**config.mk**
```make
export PLATFORM = sky130hd
export DESIGN_NAME = video_smooth_top
export DESIGN_NICKNAME = d
export VERILOG_FILES = /design/src/hdl/video_pkg.sv /design/src/hdl/stream_skid_buffer.sv /design/src/hdl/line_extender.sv /design/src/hdl/hor_smooth_filter.sv /design/src/hdl/video_smooth_top.sv
export SDC_FILE = /design/constraint.sdc
export NUM_CORES = 1
export LEC_CHECK = 0
export ABC_CLOCK_PERIOD_IN_PS = 6000
export BUFFER_PORTS_ARGS = -buffer_cell sky130_fd_sc_hd__buf_2
export CORE_MARGIN = 4
export CORE_UTILIZATION = 60
export DETAILED_ROUTE_END_ITERATION = 7
export PLACE_DENSITY = 0.88
export SLEW_MARGIN = 20
export SYNTH_ARGS = -nofsm -noshare
export SYNTH_HDL_FRONTEND = slang
export SYNTH_SLANG_ARGS = --single-unit
export TNS_END_PERCENT = 30
```
**constraint.sdc**
```tcl
create_clock -name clk_i -period 6 [get_ports clk_i]
set_input_delay 0.9 -clock clk_i [delete_from_list [all_inputs] [get_ports clk_i]]
set_output_delay 0.9 -clock clk_i [all_outputs]
set_load 0.005 [all_outputs]
```
**src/hdl/video_pkg.sv**
```systemverilog
package video_pkg;

  // *************************************************************************
  // Pixel format and filter arithmetic
  // *************************************************************************

  localparam int PX_WIDTH      = 10;
  localparam int KERNEL_RADIUS = 1;  // Three taps need one padding pixel per side

  // The 1-2-1 weights sum to four, so two guard bits hold the full sum
  localparam int SUM_WIDTH = PX_WIDTH + 2;

  localparam logic [SUM_WIDTH - 1 : 0] ROUND_BIAS = SUM_WIDTH'( 2 );  // Half of the divisor

  // *************************************************************************
  // Stream beat
  // *************************************************************************

  typedef struct packed {
    logic [PX_WIDTH - 1 : 0] data;
    logic                    user;  // Start of frame
    logic                    last;  // End of line
  } video_beat_t;

  // *************************************************************************
  // Filter fill state
  // *************************************************************************

  // FILL0 and FILL1 load the history at a line start
  typedef enum logic [1:0] {
    FILL0,
    FILL1,
    RUN
  } smooth_state_e;

endpackage

```
**src/hdl/stream_skid_buffer.sv**
```systemverilog
`timescale 1ns/10ps

module stream_skid_buffer (
  input  logic                   clk_i,
  input  logic                   rst_i,

  input  video_pkg::video_beat_t s_beat_i,
  input  logic                   s_valid_i,
  output logic                   s_ready_o,

  output video_pkg::video_beat_t m_beat_o,
  output logic                   m_valid_o,
  input  logic                   m_ready_i
);

video_pkg::video_beat_t main_q;
video_pkg::video_beat_t spare_q;
logic                   main_valid_q;
logic                   ready_q;       // Low exactly while the spare holds a beat
logic                   main_load;

// Main register may take a new beat when it is empty or being drained
assign main_load = m_ready_i || !main_valid_q;

always_ff @( posedge clk_i, posedge rst_i )
begin
  if( rst_i )
  begin
    main_valid_q <= 1'b0;
    ready_q      <= 1'b1;
  end
  else if( main_load )
  begin
    if( !ready_q )
    begin
      main_valid_q <= 1'b1;  // Spare drains into main
      ready_q      <= 1'b1;
    end
    else
      main_valid_q <= s_valid_i;
  end
  else if( s_valid_i && ready_q )
    ready_q <= 1'b0;         // Main is stalled so the arriving beat parks in the spare
end

always_ff @( posedge clk_i )
begin
  if( main_load )
    main_q <= ready_q ? s_beat_i : spare_q;
  if( ready_q )
    spare_q <= s_beat_i;
end

assign s_ready_o = ready_q;
assign m_beat_o  = main_q;
assign m_valid_o = main_valid_q;

// A stalled beat must neither change nor vanish
a_stall_stable : assert property (
  @( posedge clk_i ) disable iff ( rst_i )
  m_valid_o && !m_ready_i |=> m_valid_o && $stable( m_beat_o )
);

endmodule

```
**src/hdl/line_extender.sv**
```systemverilog
`timescale 1ns/10ps

module line_extender #(
  parameter int LEFT  = 1,
  parameter int RIGHT = 1
)(
  input  logic                   clk_i,
  input  logic                   rst_i,

  input  video_pkg::video_beat_t s_beat_i,
  input  logic                   s_valid_i,
  output logic                   s_ready_o,

  output video_pkg::video_beat_t m_beat_o,
  output logic                   m_valid_o,
  input  logic                   m_ready_i
);

localparam int LEFT_CW  = LEFT == 1 ? 1 : $clog2( LEFT );
localparam int RIGHT_CW = RIGHT == 1 ? 1 : $clog2( RIGHT );

video_pkg::video_beat_t  out_beat_q;
logic                    out_valid_q;
logic                    allow_new_data;  // Input gate, closed while copies play
logic                    line_first;      // Next accepted pixel starts a line
logic [LEFT_CW - 1 : 0]  left_cnt;
logic [RIGHT_CW - 1 : 0] right_cnt;
logic                    left_cnt_en;
logic                    right_cnt_en;
logic                    s_fire;
logic                    left_done;
logic                    right_done;

assign s_ready_o  = allow_new_data && ( !out_valid_q || m_ready_i );
assign s_fire     = s_valid_i && s_ready_o;
assign left_done  = left_cnt_en && left_cnt == LEFT_CW'( LEFT - 1 );
assign right_done = right_cnt_en && right_cnt == RIGHT_CW'( RIGHT - 1 );

// *************************************************************************
// Output register
// *************************************************************************

always_ff @( posedge clk_i )
begin
  if( s_ready_o )
    out_beat_q <= s_beat_i;
end

always_ff @( posedge clk_i, posedge rst_i )
begin
  if( rst_i )
    out_valid_q <= 1'b0;
  else if( s_ready_o )
    out_valid_q <= s_valid_i;
end

always_ff @( posedge clk_i, posedge rst_i )
begin
  if( rst_i )
    line_first <= 1'b1;
  else if( s_fire )
    line_first <= s_beat_i.last;
end

// Border pixels close the gate until their copies have been sent
always_ff @( posedge clk_i, posedge rst_i )
begin
  if( rst_i )
    allow_new_data <= 1'b1;
  else if( s_fire && ( line_first || s_beat_i.last ) )
    allow_new_data <= 1'b0;
  else if( ( left_done || right_done ) && m_ready_i )
    allow_new_data <= 1'b1;
end

// *************************************************************************
// Copy counters
// *************************************************************************

always_ff @( posedge clk_i, posedge rst_i )
begin
  if( rst_i )
    left_cnt_en <= 1'b0;
  else if( s_fire && line_first )
    left_cnt_en <= 1'b1;
  else if( left_done && m_ready_i )
    left_cnt_en <= 1'b0;
end

always_ff @( posedge clk_i, posedge rst_i )
begin
  if( rst_i )
    right_cnt_en <= 1'b0;
  else if( s_fire && s_beat_i.last )
    right_cnt_en <= 1'b1;
  else if( right_done && m_ready_i )
    right_cnt_en <= 1'b0;
end

// Output valid stays high during a copy phase, so ready alone marks a transfer
always_ff @( posedge clk_i, posedge rst_i )
begin
  if( rst_i )
    left_cnt <= LEFT_CW'( 0 );
  else if( m_ready_i )
  begin
    if( left_cnt_en )
      left_cnt <= left_cnt + 1'b1;
    else
      left_cnt <= LEFT_CW'( 0 );
  end
end

always_ff @( posedge clk_i, posedge rst_i )
begin
  if( rst_i )
    right_cnt <= RIGHT_CW'( 0 );
  else if( m_ready_i )
  begin
    if( right_cnt_en )
      right_cnt <= right_cnt + 1'b1;
    else
      right_cnt <= RIGHT_CW'( 0 );
  end
end

assign m_beat_o.data = out_beat_q.data;
assign m_beat_o.user = !allow_new_data && left_cnt == LEFT_CW'( 0 ) ? out_beat_q.user : 1'b0;
assign m_beat_o.last = allow_new_data ? out_beat_q.last : 1'b0;  // Only the final right copy
assign m_valid_o     = out_valid_q;

a_one_copy_phase : assert property (
  @( posedge clk_i ) disable iff ( rst_i )
  !( left_cnt_en && right_cnt_en )
);

// Frame start belongs to the first padded beat and never to a copy
a_sof_not_on_copy : assert property (
  @( posedge clk_i ) disable iff ( rst_i )
  m_valid_o && m_ready_i && m_beat_o.user |=> left_cnt != LEFT_CW'( 0 ) && !m_beat_o.user
);

endmodule

```
**src/hdl/hor_smooth_filter.sv**
```systemverilog
`timescale 1ns/10ps

module hor_smooth_filter (
  input  logic                   clk_i,
  input  logic                   rst_i,

  input  video_pkg::video_beat_t s_beat_i,
  input  logic                   s_valid_i,
  output logic                   s_ready_o,

  output video_pkg::video_beat_t m_beat_o,
  output logic                   m_valid_o,
  input  logic                   m_ready_i
);

video_pkg::smooth_state_e                state_q;
logic [video_pkg::PX_WIDTH - 1 : 0]      older_q;
logic [video_pkg::PX_WIDTH - 1 : 0]      newer_q;
logic                                    user_pend_q;  // Frame start seen during fill
video_pkg::video_beat_t                  out_beat_q;
logic                                    out_valid_q;
logic                                    s_fire;
logic                                    m_fire;
logic                                    produce;
logic [video_pkg::SUM_WIDTH - 1 : 0]     sum;

// Fill beats never touch the output register, so only RUN waits on it
assign s_ready_o = state_q != video_pkg::RUN || !out_valid_q || m_ready_i;
assign s_fire    = s_valid_i && s_ready_o;
assign m_fire    = out_valid_q && m_ready_i;
assign produce   = s_fire && state_q == video_pkg::RUN;

// *************************************************************************
// One-two-one kernel
// *************************************************************************

assign sum = { 2'b00, older_q } + { 1'b0, newer_q, 1'b0 } + { 2'b00, s_beat_i.data } +
             video_pkg::ROUND_BIAS;

always_ff @( posedge clk_i )
begin
  if( s_fire )
  begin
    older_q <= newer_q;
    newer_q <= s_beat_i.data;
  end
end

always_ff @( posedge clk_i, posedge rst_i )
begin
  if( rst_i )
    state_q <= video_pkg::FILL0;
  else if( s_fire )
  begin
    case( state_q )
      video_pkg::FILL0 : state_q <= video_pkg::FILL1;
      video_pkg::FILL1 : state_q <= video_pkg::RUN;
      default :
      begin
        if( s_beat_i.last )
          state_q <= video_pkg::FILL0;  // Padded line done, refill for the next one
      end
    endcase
  end
end

always_ff @( posedge clk_i, posedge rst_i )
begin
  if( rst_i )
    user_pend_q <= 1'b0;
  else if( s_fire )
  begin
    if( state_q == video_pkg::RUN )
      user_pend_q <= 1'b0;
    else
      user_pend_q <= user_pend_q || s_beat_i.user;
  end
end

// *************************************************************************
// Output register
// *************************************************************************

always_ff @( posedge clk_i )
begin
  if( produce )
  begin
    out_beat_q.data <= sum[video_pkg::SUM_WIDTH - 1 : 2];  // Divide by four
    out_beat_q.user <= user_pend_q;
    out_beat_q.last <= s_beat_i.last;
  end
end

always_ff @( posedge clk_i, posedge rst_i )
begin
  if( rst_i )
    out_valid_q <= 1'b0;
  else if( produce )
    out_valid_q <= 1'b1;
  else if( m_fire )
    out_valid_q <= 1'b0;
end

assign m_beat_o  = out_beat_q;
assign m_valid_o = out_valid_q;

// The extender places frame start on the first padded beat, which lands in FILL0
a_no_sof_in_run : assert property (
  @( posedge clk_i ) disable iff ( rst_i )
  s_fire && s_beat_i.user |-> state_q != video_pkg::RUN
);

endmodule

```
**src/hdl/video_smooth_top.sv**
```systemverilog
`timescale 1ns/10ps

module video_smooth_top (
  input  logic                   clk_i,
  input  logic                   rst_i,

  input  video_pkg::video_beat_t in_beat_i,
  input  logic                   in_valid_i,
  output logic                   in_ready_o,

  output video_pkg::video_beat_t out_beat_o,
  output logic                   out_valid_o,
  input  logic                   out_ready_i
);

video_pkg::video_beat_t skid_beat;
logic                   skid_valid;
logic                   skid_ready;

video_pkg::video_beat_t ext_beat;
logic                   ext_valid;
logic                   ext_ready;

// Registered ready toward the outside world
stream_skid_buffer u_skid (
  .clk_i     ( clk_i      ),
  .rst_i     ( rst_i      ),
  .s_beat_i  ( in_beat_i  ),
  .s_valid_i ( in_valid_i ),
  .s_ready_o ( in_ready_o ),
  .m_beat_o  ( skid_beat  ),
  .m_valid_o ( skid_valid ),
  .m_ready_i ( skid_ready )
);

line_extender #(
  .LEFT  ( video_pkg::KERNEL_RADIUS ),
  .RIGHT ( video_pkg::KERNEL_RADIUS )
) u_ext (
  .clk_i     ( clk_i      ),
  .rst_i     ( rst_i      ),
  .s_beat_i  ( skid_beat  ),
  .s_valid_i ( skid_valid ),
  .s_ready_o ( skid_ready ),
  .m_beat_o  ( ext_beat   ),
  .m_valid_o ( ext_valid  ),
  .m_ready_i ( ext_ready  )
);

hor_smooth_filter u_filter (
  .clk_i     ( clk_i       ),
  .rst_i     ( rst_i       ),
  .s_beat_i  ( ext_beat    ),
  .s_valid_i ( ext_valid   ),
  .s_ready_o ( ext_ready   ),
  .m_beat_o  ( out_beat_o  ),
  .m_valid_o ( out_valid_o ),
  .m_ready_i ( out_ready_i )
);

endmodule

```
---- Word level (Yosys, flattened, before mapping) ----
Cells that the tools add are included.
storage, ports and cells
  bits of input ports ..................... 16
  word-level logic and storage cells ...... 89
  flip-flop bits (word level) ............. 81
cells by class
  muxes and demuxes ....................... 19
  add/subtract/negate cells ............... 5
  reductions and logical operators ........ 34
  eq/ne operators ......................... 3
  bitwise gates (word level) .............. 2
operator list
  cell                   count
  $mux 1                 16
  $logic_and 1x1->1      15
  $add 10x11->12         1
  $add 12x10->12         1
  $add 12x2->12 const B  1
  $mux 12                1
  $reduce_bool 2->1      5
  $logic_or 1x1->1       7
  $logic_not 1->1        4
  $pmux 2 s2             1
  $reduce_bool 3->1      1
  $add 1x1->1 const B    2
  $eq 2x1->1 const B     1
  $eq 2x2->1 const B     1
  $logic_not 2->1        1
  $mux 2                 1
  $ne 2x2->1 const B     1
  $not 1->1              2
  $reduce_and 2->1       1

---- Longest topological paths before layout ----
Gate-level depths: netlist of run 1.
  word-level depth ........................ 8
  gate-level depth with buffers ........... 8
  gate-level depth less buffers ........... 8

---- Modules after synthesis ----
Synthesis of run 1 repeated with hierarchy kept, for this count alone.
unflattened totals
  cell total of the unflattened synthesis .. 209
  area, all modules ....................... 3379.5 um^2
by module, submodules not included
  module              times used  cells an instance  area each (um^2)
  hor_smooth_filter   1           113                1746.7
  stream_skid_buffer  1           44                 864.6
  line_extender       1           52                 768.2

---- Worst setup path after synthesis of run 1 ----
No wires, ideal clock.
  path type ............................... input to register
  from .................................... input port out_ready_i
  to ...................................... register u_filter.newer_q[0] in the netlist's numbering (enable)
  arrival time ............................ 2.190 ns
  path slack .............................. 3.411 ns
  stages .................................. 3
  cells stage by stage .................... and4bb_1 > buf_2 > nor2_1
between the ends
  word-level cells in the longest chain between the ends .. 2
RTL lines
  what                    RTL line                 RTL
  start: declaration      video_smooth_top.sv:13   input logic out_ready_i
  $logic_or 1x1->1        hor_smooth_filter.sv:28  assign s_ready_o = state_q != video_pkg::RUN || !out_valid_q || m_ready_i;
  $logic_and 1x1->1       hor_smooth_filter.sv:29  assign s_fire = s_valid_i && s_ready_o;
  net u_filter.s_fire     hor_smooth_filter.sv:22  logic s_fire;
  end signal: assignment  hor_smooth_filter.sv:45  newer_q <= s_beat_i.data;
  end: declaration        hor_smooth_filter.sv:18  logic [video_pkg::PX_WIDTH - 1 : 0] newer_q;
The timed path passes the listed nets, and every way through them passes these cells.
A chain may end at the register's enable or synchronous reset.

---- Worst setup path in the final report of run 1 ----
  from .................................... register u_ext.out_beat_q, in the netlist u_ext.m_beat_o[8]
  to ...................................... register u_filter.out_beat_q, in the netlist u_filter.m_beat_o[8] (data pin)
between the ends
  word-level cells in the longest chain between the ends .. 2
RTL lines
  what                       RTL line                 RTL
  start: declaration         line_extender.sv:22      video_pkg::video_beat_t out_beat_q;
  start signal: assignment   line_extender.sv:46      out_beat_q <= s_beat_i;
  $add 12x10->12             hor_smooth_filter.sv:37  assign sum = { 2'b00, older_q } + { 1'b0, newer_q, 1'b0 } + { 2'b00, s_beat_i.data } +
  $add 12x2->12              hor_smooth_filter.sv:37
  net u_filter.sum, one bit  hor_smooth_filter.sv:25  logic [video_pkg::SUM_WIDTH - 1 : 0] sum;
  end: declaration           hor_smooth_filter.sv:20  video_pkg::video_beat_t out_beat_q;
The timed path passes the listed nets, and every way through them passes these cells.

==> impl_summary.log, run 1 <==
[metrics] status: completed
[metrics] overflow left after global routing: 0
[metrics] largest family of logic cells by synthesized area: adder cells
[metrics] Setup-failing EPs final: 0
[metrics] Initial DRC Count: roughly 110
[metrics] capture endpoint of the worst hold path: u_ext.m_beat_o[4]$_DFFE_PN_
[metrics] highest achievable clock rate: approximately 0.40 GHz
[metrics] flip-flop and latch count after synthesis: slightly above 80
[metrics] # Post-CTS Setup Buffers: 0
[metrics] Pre-antenna DRT Iters: 5
[metrics] netlist area before placement: around 3200 µm²
[metrics] # H-tree levels: 3
[metrics] portion of netlist area occupied by mux cells: 0.0451
[metrics] worst hold path class: flip-flop to flip-flop
[metrics] xor-xnor portion of the synthesized cell area: 0.0218
[metrics] antenna violations before repair: 0
[metrics] count of antenna diodes in the layout: 0
[metrics] DRT Wirelength: around 4600 µm
[metrics] clk buf depth: 2
[metrics] floorplan die area: 6600 µm²
[metrics] floorplan die height: approximately 80 µm
[metrics] Yosys warnings: 0
[metrics] sum of net half-perimeters after detailed placement: between 3000 and 4000 µm
[metrics] final slew viol count: 0
[metrics] Hold Crit Depth: 0
[metrics] standard-cell rows: 26
[metrics] Wirelength per Cell: between 10 and 15 µm
[metrics] Setup Skew: approximately 0.0055 ns
[metrics] final hold violations: 0
[metrics] top fanout value on the critical path: 6
[metrics] pin count of the biggest net entering global routing: 23
[metrics] setup slack, reg-to-reg: 3.49 ns
[metrics] drt via density: between 5 and 6
[metrics] final period utilization: 0.419
[metrics] final sum of negative setup slack: 0 ns
[metrics] total vias in the final route: between 1.5k and 2k
[metrics] routability cong.: around 0.81
[metrics] Global Route Usage Sum: 0.160
[metrics] vias in the first global route: around 1.7k
[metrics] post-layout worst setup margin: about 3.5 ns
[metrics] # fillers: about 340
[metrics] RSZ-0062 raised after global routing: no
[metrics] Reg clk slew, reported paths: approximately 0.070 ns
[metrics] source of the worst register-to-register timing path: u_ext.m_beat_o[8]$_DFFE_PN_
[metrics] class of the most critical setup path: flip-flop to flip-flop
[metrics] Horiz. Die Dim: 81.3 µm
[metrics] count of unresolved DRC violations after routing: 0
[metrics] global-route wire length before repair: 7710 µm
[metrics] cts repair resizes: 0
[metrics] required time reported for the critical path endpoint: a little over 6 ns
[metrics] CTS Hold Buffers Added: 0
[metrics] Synth-to-Final Area Change: 14.5%
[metrics] clock latency at the later pin of the worst-skew pair: roughly 0.33 ns
[metrics] number of nets produced by synthesis: approximately 230
[metrics] dpl ws: approximately 3.2 ns
[metrics] startpoint types: flip-flop
[metrics] Final #Nets: approximately 270
[metrics] Least-Margin Pin Slew: 0.634 ns
[metrics] Cell Area, Placed: between 3000 and 4000 µm²
[metrics] normalized max-slew margin: 0.577
[metrics] cell at the root of the clock tree: sky130_fd_sc_hd__clkbuf_8
[metrics] Post-Synth Simple-Gate Area: 0.0400
[metrics] fraction of the mapped netlist area in adder cells: 0.0963
[metrics] sinks on the clock net: a little over 80
[metrics] I/O pin cnt: 30
[metrics] cells after synthesis: approximately 200
[metrics] Mapped Avg Cell Area: 16.4 µm²
[metrics] Compound-Gate Fraction of Synth Area: 0.0796
[metrics] library cells used by synthesis: 37
[metrics] number of routed nets with antenna violations: 0
[metrics] Inserted Clock Buffers: 9
[metrics] placeable core region: roughly 5100 µm²
[metrics] share of layout cells above drive strength 1: 0.270
[metrics] endpoint class of the critical path: flip-flop
[metrics] data arrival time of the worst path: between 2 and 3 ns
[metrics] total of buffers placed on input and output ports: 29
[metrics] final non-filler cell area: roughly 3700 µm²
[metrics] post-synthesis sequential area ratio: 0.699
[metrics] Worst Reg-to-Reg Cells: 6
[metrics] shortest clock period the worst path allows after layout: about 2.5 ns
[metrics] CTS tree: done
[metrics] starting density of the core: 0.627
[metrics] reg-to-reg endpoint: u_filter.m_beat_o[8]$_DFFE_PP_
[metrics] launch instance of the worst min-delay path: u_skid.m_beat_o[4]$_DFFE_PP_
[metrics] number of max-cap violations: 0
-- worst max-delay path, stage by stage (launching register included) --
cell	delay [ns]
sky130_fd_sc_hd__edfxtp_1	0.43
sky130_fd_sc_hd__fa_1	0.49
sky130_fd_sc_hd__ha_1	0.41
sky130_fd_sc_hd__a211o_1	0.33
sky130_fd_sc_hd__a21o_1	0.22
sky130_fd_sc_hd__a41oi_1	0.28
sky130_fd_sc_hd__xnor2_1	0.10
-- how the worst max path moves through the flow --
stage | from | endpoint | slack, ns | cells past startpoint
after floorplan | out_ready_i | u_filter.newer_q[0]$_DFFE_PP_ | 3.41 | 3
after global placement | out_ready_i | u_skid.m_beat_o[3]$_DFFE_PP_ | 3.33 | 4
after detailed placement | out_ready_i | u_skid.m_beat_o[4]$_DFFE_PP_ | 3.23 | 4
after CTS | u_ext.m_beat_o[8]$_DFFE_PN_ | u_filter.m_beat_o[8]$_DFFE_PP_ | 3.51 | 6
after global routing | u_ext.m_beat_o[8]$_DFFE_PN_ | u_filter.m_beat_o[11]$_DFFE_PP_ | 3.40 | 6
final | u_ext.m_beat_o[8]$_DFFE_PN_ | u_filter.m_beat_o[8]$_DFFE_PP_ | 3.49 | 6
-- cell usage after synthesis (all sizes together) --
cell / count / share of area
and2: 2 / 0.0039
and3: 1 / 0.0019
o22a: 1 / 0.0027
dfxtp: 12 / 0.075
o21a: 1 / 0.0023
xnor2: 6 / 0.016
a21boi: 1 / 0.0058
a211oi: 2 / 0.0062
a21oi: 6 / 0.0093
dfstp: 3 / 0.024
nor2: 5 / 0.0058
mux2i: 1 / 0.0031
a31oi: 4 / 0.0078
and4bb: 1 / 0.0039
nand2b: 3 / 0.0058
nor4b: 1 / 0.0047
dfrtp: 10 / 0.078
edfxtp: 56 / 0.52
nand3: 1 / 0.0016
o21ai: 10 / 0.016
ha: 12 / 0.047
o31ai: 1 / 0.0023
inv: 13 / 0.015
nand2: 5 / 0.0066
mux2: 12 / 0.042
a22o: 1 / 0.0027
xor2: 2 / 0.0054
buf: 2 / 0.0031
a21o: 4 / 0.0093
nand4: 1 / 0.0019
a211o: 3 / 0.0082
o21bai: 2 / 0.0047
a41oi: 1 / 0.0027
nor2b: 2 / 0.0039
fa: 8 / 0.050
-- through the flow --
stage	instances	util	hold WS, ns
floorplan	196	-	0.400
global placement	295	0.673	0.402
detailed placement	295	0.673	0.405
CTS	311	0.717	0.427
global route	311	0.717	0.436
finish	311	0.717	0.424
-- state kept, by name, indices dropped and copies added (netlist names), 2 cells and up --
signal / flops
u_filter.m_beat_o: 12
u_skid.m_beat_o: 12
u_filter.state_q: 2
u_ext.out_beat_q: 2
u_filter.older_q: 10
u_ext.m_beat_o: 10
u_filter.newer_q: 10
u_skid.spare_q: 12
-- cell usage in the layout (no fill, tap or decap), types with 4 or more instances in the layout --
master / count
sky130_fd_sc_hd__a31oi_1: 4
sky130_fd_sc_hd__inv_1: 13
sky130_fd_sc_hd__mux2_2: 12
sky130_fd_sc_hd__ha_1: 12
sky130_fd_sc_hd__edfxtp_1: 56
sky130_fd_sc_hd__a21oi_1: 6
sky130_fd_sc_hd__a21o_1: 4
sky130_fd_sc_hd__o21ai_0: 10
sky130_fd_sc_hd__buf_2: 29
sky130_fd_sc_hd__dfxtp_1: 12
sky130_fd_sc_hd__xnor2_1: 6
sky130_fd_sc_hd__clkbuf_8: 11
sky130_fd_sc_hd__fa_1: 8
sky130_fd_sc_hd__dfrtp_1: 10
sky130_fd_sc_hd__nand2_1: 4
sky130_fd_sc_hd__nor2_1: 5
-- cell type report --
class	count	area (µm²)	area share
clock inverters	5	77.6	0.0210
repair buffers	31	160	0.0434
flip-flops and latches	81	2250	0.610
inverters	13	48.8	0.0132
multi-input cells	100	911	0.247
clock buffers	11	151	0.0411
well taps	70	87.6	0.0238
-- routing by layer --
metal | wire [µm] | part of all wire | GRT usage
met3 | 202 | 0.044 | 0.0388
met1 | 2010 | 0.44 | 0.208
met5 | 0 | 0 | 0
met4 | 121 | 0.026 | 0.0946
met2 | 2240 | 0.49 | 0.246
-- kinds of logic after synthesis --
family	after synthesis
simple gates	22
compound gates	37
buf+inv	15
fa+ha+maj	20
flops	81
xor+xnor	8
mux	13
Power of run 1 is not shown: default switching activity piles up to over one toggle a cycle in this logic, so the estimate is an artifact.
==> run 2, diff against run 1 <==
--- a/config.mk
+++ b/config.mk
@@ -5,12 +5,12 @@
 export SDC_FILE = /design/constraint.sdc
 export NUM_CORES = 1
 export LEC_CHECK = 0
-export ABC_CLOCK_PERIOD_IN_PS = 6000
+export ABC_CLOCK_PERIOD_IN_PS = 2050
 export BUFFER_PORTS_ARGS = -buffer_cell sky130_fd_sc_hd__buf_2
 export CORE_MARGIN = 4
-export CORE_UTILIZATION = 60
+export CORE_UTILIZATION = 52
 export DETAILED_ROUTE_END_ITERATION = 7
-export PLACE_DENSITY = 0.88
+export PLACE_DENSITY = 0.82
 export SLEW_MARGIN = 20
 export SYNTH_ARGS = -nofsm -noshare
 export SYNTH_HDL_FRONTEND = slang
==> constraint.sdc (replaced) <==
create_clock -name clk_i -period 2.05 [get_ports clk_i]
set_input_delay 0.3075 -clock clk_i [delete_from_list [all_inputs] [get_ports clk_i]]
set_output_delay 0.3075 -clock clk_i [all_outputs]
set_load 0.005 [all_outputs]
==> run 2 against run 1 <==
Against the previous run:
- the run now ends with negative setup slack left
- setup slack lost 3.8 ns
- final area increased by 5.7%
- via count up 4.6%
- highest routed layer unchanged
- die area rose by 14%
- critical path depth unchanged
- sequential share of layout area fell by 3.3 points
- register-to-register slack worse by 3.8 ns
- clock skew increased by 0.0040 ns
- maximum frequency increased by 8.2%
- routed wire length grew 0.50%
- sequential cell count is the same
- final cell count up 8.0%
==> impl_summary.log, run 2 (synthesis results as in run 1) <==
[metrics] post-layout worst setup margin: -0.272 ns
[metrics] worst hold path class: input pin to flip-flop
[metrics] most frequent cells in the layout: 56 x sky130_fd_sc_hd__edfxtp_1, 29 x sky130_fd_sc_hd__buf_2, 21 x sky130_fd_sc_hd__buf_4, 13 x sky130_fd_sc_hd__inv_1
[metrics] sinks on the clock net: 81
[metrics] Pre-antenna DRT Iters: 4
[metrics] # fillers: about 420
[metrics] leading cell type in the layout, fill and taps excluded: sky130_fd_sc_hd__edfxtp_1
[metrics] Global Route Usage Sum: 0.140
[metrics] share of layout cells above drive strength 1: 0.341
[metrics] data arrival time of the worst path: 2.42 ns
[metrics] Worst path top cell family by delay: adder cells
[metrics] Setup-failing EPs final: 8
[metrics] RSZ-0062 raised after global routing: yes
[metrics] clock latency at the later pin of the worst-skew pair: between 0.3 and 0.4 ns
[metrics] antenna violations before repair: 0
[metrics] Hold Crit Depth: 3
[metrics] total of buffers placed on input and output ports: 29
[metrics] vias in the first global route: 1691
[metrics] Inserted Clock Buffers: 9
[metrics] Reg clk slew, reported paths: ~0.080 ns
[metrics] class of the most critical setup path: flip-flop to flip-flop
[metrics] count of unresolved DRC violations after routing: 0
[metrics] required time reported for the critical path endpoint: around 2.2 ns
[metrics] sum of net half-perimeters after detailed placement: 3230 µm
[metrics] CTS tree: done
[metrics] critical path depth in cells: 6
[metrics] Synth-to-Final Area Change: 21.0%
[metrics] Initial DRC Count: ~110
[metrics] highest achievable clock rate: around 0.43 GHz
[metrics] Final #Nets: roughly 290
[metrics] Wirelength per Cell: 13.7 µm
[metrics] standard-cell rows: 28
[metrics] worst hold slack across all endpoints: about 0.18 ns
[metrics] count of antenna diodes in the layout: 0
[metrics] placeable core region: between 5000 and 6000 µm²
[metrics] Worst Reg-to-Reg Cells: 6
[metrics] floorplan die area: 7520 µm²
[metrics] routability cong.: 0.788
[metrics] total vias in the final route: about 1.7k
[metrics] violated checks: negative setup slack
[metrics] crit path cell chain: fa_1 -> ha_2 -> o21a_1 -> a21o_1 -> a211oi_2 -> o21bai_1
[metrics] number of max-cap violations: 0
[metrics] pin count of the biggest net entering global routing: 21
[metrics] Setup Skew: about 0.0095 ns
[metrics] floorplan die height: around 87 µm
[metrics] overflow left after global routing: 0
[metrics] I/O pin cnt: 30
[metrics] status: complete, but fails checks
[metrics] Buf/Inv on CP: 0
[metrics] share of the core filled with cells: 0.654
[metrics] cell at the root of the clock tree: sky130_fd_sc_hd__clkbuf_8
[metrics] endpoint class of the critical path: flip-flop
[metrics] # H-tree levels: 3
[metrics] final slew viol count: 0
[metrics] Crit-path slowest cell: sky130_fd_sc_hd__fa_1
[metrics] DRT Wirelength: about 4600 µm
[metrics] number of routed nets with antenna violations: 0
[metrics] final hold violations: 0
[metrics] shortest clock period the worst path allows after layout: about 2.3 ns
[metrics] Least-Margin Pin Slew: ~0.66 ns
[metrics] final period utilization: 1.13
[metrics] startpoint types: flip-flop
[metrics] normalized max-slew margin: 0.562
[metrics] delay contributed by the slowest stage of the critical path: between 0.5 and 0.6 ns
[metrics] clk buf depth: 2
[metrics] starting density of the core: 0.541
[metrics] drt via density: between 5 and 6
[metrics] global-route wire length before repair: 8000 µm
[metrics] Horiz. Die Dim: slightly below 90 µm
[metrics] top fanout value on the critical path: 5
## run 2: cell types whose count changed in the layout (fill, tap and decap cells not counted), sizes merged
| cell | before | now |
|---|---|---|
| bufinv | 2 | 3 |
| clkinvlp | 0 | 2 |
| dlygate4sd3 | 0 | 1 |
| clkbuf | 11 | 10 |
| clkinv | 3 | 0 |
| buf | 31 | 50 |
| inv | 13 | 14 |
## run 2: layout make-up
cell class,count,area (µm²),share of cell area
inverters,13,48.8,0.0125
clock inverters,6,114,0.0292
flip-flops and latches,81,2250,0.578
clock buffers,10,128,0.0328
repair buffers,51,313,0.0803
multi-input cells,100,948,0.243
well taps,75,93.8,0.0241
## run 2: metal layers
layer  vias to the layer above  wire (µm)  global-route usage
met2                        36       2210               0.218
met5                         -          0                   0
met3                         8        205              0.0409
met4                         0         91              0.0637
li1                        842          -                   -
met1                       844       2090               0.182
## run 2: final timing paths
path	start	to	slack, ns
worst max-delay path	u_filter.older_q[2]$_DFFE_PP_	u_filter.m_beat_o[11]$_DFFE_PP_	-0.27
worst min-delay path	in_valid_i	u_skid.m_valid_o$_DFFE_PP0P_	0.18
worst max register to register	u_filter.older_q[2]$_DFFE_PP_	u_filter.m_beat_o[11]$_DFFE_PP_	-0.27
worst min register to register	u_skid.m_beat_o[3]$_DFFE_PP_	u_ext.m_beat_o[3]$_DFFE_PN_	0.42
max in group asynchronous	rst_i	u_skid.s_ready_o$_DFFE_PP1P_	1.15
min in group asynchronous	rst_i	u_filter.user_pend_q$_DFFE_PP0P_	0.54
## run 2: what timing repair did
| item | CTS | global route |
|---|---|---|
| endpoints found under the setup margin | 8 | 8 |
| gates resized for setup | 1 | 2 |
| endpoints found under the hold margin | 10 | 0 |
| setup buffers | 1 | 1 |
| hold buffers | 1 | 0 |
| pin swaps | 0 | 9 |
## run 2: stage by stage
stage	area, µm²	setup WS [ns]	TNS (ns)	instances
after floorplan	3250	-0.184	-0.930	196
after global placement	3620	-0.214	-1.19	317
after detailed placement	3620	-0.271	-1.65	317
after CTS	3890	-0.259	-1.63	335
after global routing	3900	-0.371	-2.22	336
final	3900	-0.272	-1.42	336
## run 2: worst reg2reg max path, delay by kind of cell, from the launching register on
kind                     cells  cell delay (ns)
AO/OA/AOI/OAI                4             0.84
adder cells (fa/ha/maj)      2             0.84
flip-flops                   1             0.41
Power of run 2 is left out for the same reason.
